## config.mk

```make
export PLATFORM = sky130hd
export DESIGN_NAME = sample_frontend
export DESIGN_NICKNAME = d
export VERILOG_FILES = /design/src/hdl/ring_pkg.sv /design/src/hdl/sample_frontend.sv
export SDC_FILE = /design/constraint.sdc
export NUM_CORES = 1
export LEC_CHECK = 0
export BUFFER_PORTS_ARGS = -buffer_cell sky130_fd_sc_hd__buf_2
export CAP_MARGIN = 20
export CELL_PAD_IN_SITES_DETAIL_PLACEMENT = 0
export CELL_PAD_IN_SITES_GLOBAL_PLACEMENT = 1
export CORE_AREA = 5 5 159 200
export CTS_CLUSTER_SIZE = 12
export DETAILED_ROUTE_END_ITERATION = 10
export DIE_AREA = 0 0 164 205
export PLACE_DENSITY = 0.69
export SLEW_MARGIN = 20
export SYNTH_ARGS = -nofsm -noshare
export SYNTH_HDL_FRONTEND = slang
export SYNTH_SLANG_ARGS = --single-unit
```

## constraint.sdc

```tcl
create_clock -name CLK -period 9.98 [get_ports CLK]
set_input_delay 1.497 -clock CLK [delete_from_list [all_inputs] [get_ports CLK]]
set_output_delay 1.497 -clock CLK [all_outputs]
set_load 0.02 [all_outputs]
```

## src/hdl/ring_pkg.sv

```systemverilog
package ring_pkg;

	// ring geometry
	localparam int RING_AW = 12;
	localparam int RING_DEPTH = 4096;

	// unread history above this raises warn
	localparam int WARN_LEVEL = 3328;

	localparam int L1A_FIFO_DEPTH = 16;
	localparam int L1A_FIFO_AW = $clog2(L1A_FIFO_DEPTH);

	// words needed past rd_addr before a read goes out
	localparam int RING_AMT_LEVEL = 1;

	// open window slots in the front end, also the ocnt ceiling
	localparam int OCNT_MAX = 15;

	typedef struct packed {
		logic        multi_ovlp; // more than two windows open
		logic        ovlp;       // more than one window open
		logic [3:0]  ocnt;
		logic [11:0] adc;
	} samp_word_t;

	typedef struct packed {
		logic        phase;
		logic [11:0] strt_addr; // ring address of the trigger sample
		logic [11:0] mtch_num;
		logic [23:0] l1a_num;
	} l1a_rec_t;

	// event header as sent downstream
	typedef struct packed {
		logic        phase;
		logic [11:0] mtch_num;
		logic [23:0] l1a_num;
	} evt_hdr_t;

	typedef enum logic [2:0] {
		IDLE,
		LOAD,
		READ,
		STALL,
		DONE
	} rd_state_t;

endpackage

```

## src/hdl/sample_frontend.sv

```systemverilog
`timescale 1ns/1ps
module sample_frontend
	import ring_pkg::*;
(
	input  logic        CLK,
	input  logic        RST_RESYNC,
	input  logic [11:0] adc_data,
	input  logic        adc_valid,
	input  logic [1:0]  trig_in,
	input  logic [6:0]  samp_max,
	input  logic        l1a_full,
	output samp_word_t  samp,
	output logic        wren,
	output l1a_rec_t    l1a_rec,
	output logic        l1a_push
);

	logic        trig_v;
	logic        accept;
	logic        new_win;
	logic [6:0]  win_rem [OCNT_MAX];
	logic [4:0]  open_cnt;
	logic [3:0]  ocnt_sat;
	logic        free_vld;
	logic [3:0]  free_idx;
	logic [23:0] l1a_cnt;
	logic [11:0] mtch_cnt;

	assign trig_v  = adc_valid & trig_in[0]; // trigger without a sample is dropped
	assign accept  = trig_v & ~l1a_full;
	assign new_win = accept && (samp_max != 7'd0);

	// windows covering this sample, and a free slot for a new one
	always_comb begin
		open_cnt = {4'd0, new_win};
		free_vld = 1'b0;
		free_idx = 4'd0;
		for (int i = OCNT_MAX - 1; i >= 0; i--) begin
			if (win_rem[i] != 7'd0) begin
				open_cnt = open_cnt + 5'd1;
			end else begin
				free_vld = 1'b1;
				free_idx = 4'(i);
			end
		end
	end

	assign ocnt_sat = (open_cnt > 5'(OCNT_MAX)) ? 4'(OCNT_MAX) : open_cnt[3:0];

	always_ff @(posedge CLK or posedge RST_RESYNC) begin
		if (RST_RESYNC) begin
			for (int i = 0; i < OCNT_MAX; i++)
				win_rem[i] <= 7'd0;
			l1a_cnt  <= 24'd0;
			mtch_cnt <= 12'd0;
			wren     <= 1'b0;
			l1a_push <= 1'b0;
		end else begin
			wren     <= adc_valid;
			l1a_push <= accept;
			if (adc_valid) begin
				for (int i = 0; i < OCNT_MAX; i++) begin
					if (new_win && free_vld && (free_idx == 4'(i)))
						win_rem[i] <= samp_max - 7'd1; // trigger sample counts as first
					else if (win_rem[i] != 7'd0)
						win_rem[i] <= win_rem[i] - 7'd1;
				end
			end
			if (trig_v)
				l1a_cnt <= l1a_cnt + 24'd1;
			if (accept)
				mtch_cnt <= mtch_cnt + 12'd1;
		end
	end

	always_ff @(posedge CLK) begin
		if (adc_valid) begin
			samp.multi_ovlp <= (open_cnt > 5'd2);
			samp.ovlp       <= (open_cnt > 5'd1);
			samp.ocnt       <= ocnt_sat;
			samp.adc        <= adc_data;
		end
		if (accept) begin
			l1a_rec.phase     <= trig_in[1];
			l1a_rec.strt_addr <= 12'd0; // filled in by the ring buffer
			l1a_rec.mtch_num  <= mtch_cnt;
			l1a_rec.l1a_num   <= l1a_cnt;
		end
	end

	// every accepted window needs a free table slot
	a_win_slot: assert property (@(posedge CLK) disable iff (RST_RESYNC)
		new_win |-> free_vld);

endmodule

```

==> impl_metrics.yaml, run 1 <==
drt:
  drtAntennaViolNets: 0
  initialDrtViolationCount: 611
  drc: 0
  avgRoutedWirePerCell_um: 17.31
  vias: 9870
  drt_wl_total_um: 31280
  avgViaCountPerCell: 5.462
  dr.pass1.iters: 5
floorplan:
  die_h_um: 205
  chipWidth_um: 164
  start_util_pct: 39.44
  num_rows: 71
  core_um2: 29670
  boundaryPins: 94
  dieArea_um2: 33620
hold_path:
  min_path_type: "reg -> reg"
cts:
  path_clk_slew_ns: 0.08
  cts_made_buffers: 17
  clock_latency_ns: 0.45
  cts.sinks: 198
  clk_path_buf_depth: 2
  cts_root_buf: "clkbuf_16"
  cts_tree: "built"
  htree_levels: 4
cells_and_area:
  final_cell_mix: "dfrtp_1, nand2_1, a21oi_1"
  area_growth_pct: 17.65
  nFillCells: 2942
  final_common_cell: "dfrtp_1"
  nets: 1451
  diodes: 0
  drive_gt1_share_pct: 17.99
critical_path:
  cp-start-kind: "primary input"
  reg2reg_from: "win_rem[7]"
  reg2reg_to: "samp[16]"
  arrival_ns: 9.66
  crit_slowest_cell: "or4b_4"
  r2r_setup_slack_ns: 1.08
  worstPathRequired_ns: 10.17
  critical_path_class: "in -> reg"
  r2r_cells: 48
  endpoint_kind: "flop"
  cp_common_cell: "ha_1"
  cp_max_fo: 6
  cp-startpoint: "samp_max[0]"
  slowest_delay_ns: 0.49
  crit_path_end: "samp[16]"
timing:
  fin_skew_ns: 0.01792
  slew_violations: 0
  period_share_pct: 94.90
  worst_slew_pin_slew_ns: 1.038
  slew-limit-headroom_pct: 30.75
  hold_viol_final: 0
  fin_crit_ns: 9.471
  final-setup-viol-count: 0
  tns_ns: 0
  timing.final.ws_setup_ns: 0.5086
  fmax_mhz: 105.6
global_routing:
  grt_max_degree: 165
  grt_pass1_wl_um: 50510
  grt_pass1_vias: 9638
  groute.usage.overall_pct: 18.73
  antenna_found_initial: 0
  grt-ovfl-total: 0
run_status:
  status: "finished clean"
synthesis:
  yosysSeqAreaShare_pct: 44.69
  syn_area_um2: 11700
  synth_flop_cell: "dfrtp_1"
  ys_seq_elements: 198
  synth-edff-count: 55
  syn_area_per_cell_um2: 9.215
  yosysUniqueCellTypes: 82
  synthCells: 1270
  synth.yosys.warnings: 0
  synth-async-reset-ratio_pct: 72.22
placement:
  port_buffers: 81
  dp_hpwl_um: 21920
  gp_congestion: 0.8911
  preCtsSetupSlack_ns: -0.2463
job:
  drv_cap: 0
-- cell type report --
| class | instances | area (µm²) | area share, % |
|---|---|---|---|
| Clock buffer | 17 | 425.4 | 3.090 |
| Clock inverter | 15 | 153.9 | 1.118 |
| Inverter | 61 | 241.5 | 1.754 |
| Multi-Input combinational cell | 962 | 6242 | 45.34 |
| Sequential cell | 198 | 5230 | 37.99 |
| Tap cell | 401 | 501.7 | 3.644 |
| Timing Repair Buffer | 153 | 973.4 | 7.070 |
-- routing by layer --
| metal | global-route usage, % | up-vias | routed length, µm | share of wire [%] |
|---|---|---|---|---|
| li1 | - | 4821 | - | - |
| met1 | 23.97 | 4838 | 13910 | 44 |
| met2 | 32.62 | 165 | 15640 | 50 |
| met3 | 2.395 | 46 | 927 | 3.0 |
| met4 | 6.353 | 0 | 804 | 2.6 |
| met5 | 0 | - | 0 | 0 |
-- repair_timing --
action / CTS / global route
endpoints found under the setup margin: 0 / 6
hold buffers: 0 / 0
buffers inserted: 0 / 5
gates resized for setup: 0 / 38
-- sequential cells by signal, indices dropped and copies added (netlist names) --
| signal | cells |
|---|---|
| wren | 1 |
| win_rem | 105 |
| samp | 18 |
| l1a_push | 1 |
| mtch_cnt | 12 |
| l1a_rec | 37 |
| l1a_cnt | 24 |
-- Yosys cell counts (7+ instances only) --
library cell	n	area, µm²
xor2_1	31	271.5
o31ai_1	15	112.6
nand2_1	139	521.8
o22ai_1	28	175.2
xnor2_1	68	595.6
inv_1	58	217.7
a31oi_1	13	81.33
dfrtp_1	143	3578
mux2i_1	7	70.07
nor4_1	14	87.58
or3_1	18	112.6
nand3_1	34	170.2
nor2_1	97	364.1
edfxtp_1	55	1652
buf_4	12	90.09
nand4_1	8	50.05
o21ai_0	89	445.4
and3_1	16	100.1
ha_1	33	412.9
a22o_1	30	262.8
a22oi_1	9	67.56
a21o_1	11	82.58
a21oi_1	130	650.6
clkbuf_1	45	168.9
nor3_1	34	170.2
and2_1	13	81.33
-- kinds of logic (layout without fill, tap and decap cells) --
kind of cell,after synthesis,after routing,synth area share (%)
flops,198,198,44.69
mux,11,11,1.016
simple gates,423,423,17.79
xor+xnor,106,106,8.617
compound gates,377,377,19.96
other cells,1,12,0.03204
buf+inv,121,246,4.362
fa+ha+maj,33,33,3.528
-- worst min path at each step --
stage | from | to | slack [ns] | depth (start not counted)
CTS | l1a_cnt[20] | l1a_rec[20] | 0.45 | 0
global route | l1a_cnt[20] | l1a_rec[20] | 0.47 | 0
global placement | l1a_cnt[20] | l1a_rec[20] | 0.43 | 0
finish | l1a_cnt[20] | l1a_rec[20] | 0.45 | 0
floorplan | l1a_cnt[20] | l1a_rec[20] | 0.42 | 0
detailed placement | l1a_cnt[20] | l1a_rec[20] | 0.43 | 0
-- critical path: cells and delay by family --
kind	cells	cell delay, ns
adder cells (fa/ha/maj)	9	2.31
multiplexers	1	0.10
XOR/XNOR	7	1.18
AND/OR/NAND/NOR	14	1.69
AO/OA/AOI/OAI	17	2.46
buffers and inverters	4	0.41
-- per-stage QoR --
step	instances	util, %	instance area [µm²]	hold slack [ns]
3_3_place_gp	1770	43.70	12970	0.4331
4_1_cts	1802	45.66	13550	0.4519
2_1_floorplan	1281	-	11800	0.4249
5_1_grt	1807	46.40	13770	0.4726
3_5_place_dp	1770	43.70	12970	0.4327
6_report	1807	46.40	13770	0.4517
Power of run 1 is not shown: default switching activity piles up to over one toggle a cycle in this logic, so the estimate is an artifact.
==> run 2, diff against run 1 <==
- CELL_PAD_IN_SITES_DETAIL_PLACEMENT: 0 -> not set
- CELL_PAD_IN_SITES_GLOBAL_PLACEMENT: 1 -> not set
- PLACE_DENSITY: 0.69 -> 0.56
==> impl_metrics.yaml, run 2 (synthesis gave the netlist of run 1 again) <==
global_routing:
  grt_pass1_wl_um: 49580
  groute.usage.overall_pct: 18.29
  antenna_found_initial: 0
  grt_max_degree: 76
  grt-ovfl-total: 0
  grt_pass1_vias: 9647
cells_and_area:
  reg_top3: "win_rem x105, l1a_rec x37, l1a_cnt x24"
  area_growth_pct: 17.32
  nets: 1449
  largest_register_ffs: 105
  final_cell_mix: "dfrtp_1, nand2_1, a21oi_1"
  nFillCells: 2941
  diodes: 0
  drive_gt1_share_pct: 17.52
  instances_no_fill: 1805
  largest-register: "win_rem"
  final_common_cell: "dfrtp_1"
floorplan:
  chipWidth_um: 164
  num_rows: 71
  dieArea_um2: 33620
  die_h_um: 205
  start_util_pct: 39.44
  core_um2: 29670
  boundaryPins: 94
timing:
  worst_slew_pin_slew_ns: 1.053
  fin_skew_ns: 0.01375
  final-setup-viol-count: 0
  slew-limit-headroom_pct: 29.74
  period_share_pct: 94.86
  fin_crit_ns: 9.467
  tns_ns: 0
  timing.final.ws_setup_ns: 0.5128
  hold_viol_final: 0
  fmax_mhz: 105.6
  slew_violations: 0
critical_path:
  slowest_delay_ns: 0.48
  arrival_ns: 9.65
  reg2reg_to: "samp[16]"
  cp-start-kind: "primary input"
  critical_path_class: "in -> reg"
  worstPathRequired_ns: 10.17
  cp_max_fo: 6
  reg2reg_from: "win_rem[3]"
  r2r_cells: 48
  r2r_setup_slack_ns: 1.00
  endpoint_kind: "flop"
  crit_slowest_cell: "or4b_4"
hold_path:
  min_from: "l1a_cnt[20]"
  min_to: "l1a_rec[20]"
  min_path_type: "reg -> reg"
  whs_path_depth: 0
cts:
  cts_root_buf: "clkbuf_16"
  cts.sinks: 198
  clock_latency_ns: 0.44
  clk_path_buf_depth: 2
  cts_tree: "built"
  cts_made_buffers: 17
  htree_levels: 4
  path_clk_slew_ns: 0.07
drt:
  dr.pass1.iters: 5
  drc: 0
  initialDrtViolationCount: 603
  avgViaCountPerCell: 5.474
  avgRoutedWirePerCell_um: 16.97
  drt_wl_total_um: 30630
  vias: 9881
  drtAntennaViolNets: 0
placement:
  preCtsSetupSlack_ns: -0.2579
  dp_cells: 1768
  dp_hpwl_um: 21590
  port_buffers: 81
  gp_congestion: 0.8985
job:
  drv_cap: 0
run_status:
  status: "finished clean"
[run 2: layout make-up]
class	count	area (µm²)	share of cell area, %
well taps	401	501.7	3.654
inverters	61	239.0	1.741
multi-input cells	962	6200	45.16
clock inverters	13	168.9	1.230
repair buffers	151	937.1	6.826
flip-flops and latches	198	5230	38.09
clock buffers	19	452.9	3.299
[run 2: metal layers]
metal / GRT usage [%] / wire [µm] / vias to the layer above
met2: 32.18 / 15360 / 211
met3: 2.596 / 1029 / 42
met1: 23.11 / 13510 / 4815
met4: 5.933 / 733 / 0
li1: - / - / 4813
met5: 0 / 0 / -
[run 2: worst max-delay path: cells and delay by family]
family / cells / cell delay, ns
simple gates: 13 / 1.62
xor+xnor: 5 / 0.85
compound gates: 13 / 2.10
mux: 3 / 0.47
buf+inv: 7 / 0.85
fa+ha+maj: 9 / 2.25
[run 2: per-stage QoR]
stage          hold slack, ns  instance area, µm²  util [%]
2_1_floorplan          0.4249               11800         -
3_3_place_gp           0.4391               12950     43.64
3_5_place_dp           0.4392               12950     43.64
4_1_cts                0.4549               13570     45.73
5_1_grt                0.4830               13730     46.27
6_report               0.4509               13730     46.27
[run 2: worst max-delay path by stage]
stage	startpoint	to	slack, ns
final	samp_max[1]	samp[16]	0.51
after global routing	samp_max[1]	samp[16]	-0.03
after CTS	samp_max[0]	samp[16]	0.20
after detailed placement	samp_max[0]	samp[16]	-0.26
after global placement	samp_max[0]	samp[16]	-0.06
after floorplan	samp_max[1]	samp[16]	0.002
[run 2: what timing repair did]
| item | CTS | global route |
|---|---|---|
| buffers inserted | 0 | 5 |
| hold buffers | 0 | 0 |
| endpoints found under the setup margin | 0 | 6 |
| gates resized for setup | 0 | 27 |
Power of run 2 is left out for the same reason.
==> run 3, diff against run 2 <==
- CORE_AREA: 5 5 159 200 -> 5 5 193 241
- DIE_AREA: 0 0 164 205 -> 0 0 198 246
- PLACE_DENSITY: 0.56 -> 0.41
- SKIP_LAST_GASP: not set -> 1
==> impl_metrics.yaml, run 3 (synthesis gave the netlist of run 1 again) <==
cells_and_area:
  fin_area_um2: 13940
  diodes: 0
  drive_gt1_share_pct: 17.60
  final_util_pct: 31.76
  final_common_cell: "dfrtp_1"
  largest-register: "win_rem"
  reg_top3: "win_rem x105, l1a_rec x37, l1a_cnt x24"
  final_cell_mix: "dfrtp_1, nand2_1, a21oi_1"
  area_growth_pct: 19.14
  nets: 1454
  largest_register_ffs: 105
floorplan:
  start_util_pct: 26.66
  die_h_um: 246
  chipWidth_um: 198
  dieArea_um2: 48710
  core_um2: 43900
  boundaryPins: 94
  num_rows: 86
global_routing:
  grt.met2_usage_pct: 24.32
  groute.usage.overall_pct: 13.96
  grt_pass1_vias: 9779
  grt_max_degree: 88
  grt-ovfl-total: 0
  antenna_found_initial: 0
  gr-usage-met1_pct: 17.36
  grtUsageMet3_pct: 2.339
  grt_pass1_wl_um: 53880
  gr-max-usage-layer: "met2"
critical_path:
  crit_slowest_cell: "or4b_4"
  endpoint_kind: "flop"
  cp_max_fo: 6
  slowest_delay_ns: 0.48
  critical_path_class: "in -> reg"
  worstPathRequired_ns: 10.19
  cp-startpoint: "samp_max[1]"
  cp-start-kind: "primary input"
  reg2reg_from: "win_rem[3]"
  arrival_ns: 9.69
timing:
  fin_crit_ns: 9.477
  period_share_pct: 94.96
  final-setup-viol-count: 0
  fmax_mhz: 105.5
  tns_ns: 0
  timing.final.ws_setup_ns: 0.5030
  hold_viol_final: 0
  slew-limit-headroom_pct: 32.00
  slew_violations: 0
  fin_skew_ns: 0.01019
  worst_slew_pin_slew_ns: 1.013
cts:
  htree_levels: 4
  cts_made_buffers: 17
  path_clk_slew_ns: 0.07
  cts.sinks: 198
  cts_hold_buf: 0
  clock_latency_ns: 0.46
  cts_tree: "built"
  cts_root_buf: "clkbuf_16"
  clk_path_buf_depth: 2
hold_path:
  min_path_type: "reg -> reg"
  min_from: "l1a_cnt[20]"
drt:
  avgRoutedWirePerCell_um: 17.04
  avgViaCountPerCell: 4.964
  initialDrtViolationCount: 553
  drt_wl_total_um: 33760
  vias: 9833
  dr.pass1.iters: 5
  drc: 0
  drtAntennaViolNets: 0
placement:
  dp_hpwl_um: 24130
  preCtsSetupSlack_ns: -0.2888
  dpl_cell_area_um2: 13210
  gp_congestion: 0.7890
  port_buffers: 81
run_status:
  status: "finished clean"
job:
  drv_cap: 0
-- run 3: cell types whose count changed in the layout (fill, tap and decap cells not counted), sizes merged --
cell      previous run  this run
clkinv               4         7
buf                151       156
bufinv               3         2
clkbuf              19        18
clkinvlp             2         1
-- run 3: worst max-delay path, delay by kind of cell --
kind | cells | cell delay (ns)
fa+ha+maj | 9 | 2.19
compound gates | 13 | 2.28
xor+xnor | 6 | 1.03
mux | 3 | 0.47
simple gates | 11 | 1.43
buf+inv | 7 | 0.79
-- run 3: repair_timing --
action | 4_1_cts | 5_1_grt
gates resized for setup | 0 | 25
endpoints found under the setup margin | 0 | 6
setup buffers | 0 | 3
-- run 3: final timing paths --
path | slack [ns] | endpoint | cells past startpoint
min in group asynchronous | 1.23 | win_rem[62] | 2
worst min-delay path | 0.45 | l1a_rec[20] | 0
worst min register to register | 0.45 | l1a_rec[20] | 0
max in group asynchronous | 7.41 | win_rem[79] | 3
worst max-delay path | 0.50 | samp[16] | 49
worst max register to register | 1.17 | samp[16] | 47
-- run 3: area by class of cell --
type,instances,area [µm²]
Clock buffer,18,439.2
Fill cell,4632,29960
Inverter,61,239.0
Multi-Input combinational cell,962,6197
Sequential cell,198,5230
Clock inverter,14,150.1
Tap cell,572,715.7
Timing Repair Buffer,156,970.9
-- run 3: per-stage QoR --
stage,std cells,hold WS [ns]
after floorplan,1281,0.4249
after global placement,1946,0.4411
after detailed placement,1946,0.4319
after CTS,1978,0.4491
after global routing,1981,0.4630
final,1981,0.4512
-- run 3: metal layers --
metal,share of wire (%),vias up
met5,0,-
met4,2.9,0
met3,3.8,49
met2,50,193
met1,44,4763
li1,-,4828
Power of run 3 is left out for the same reason.
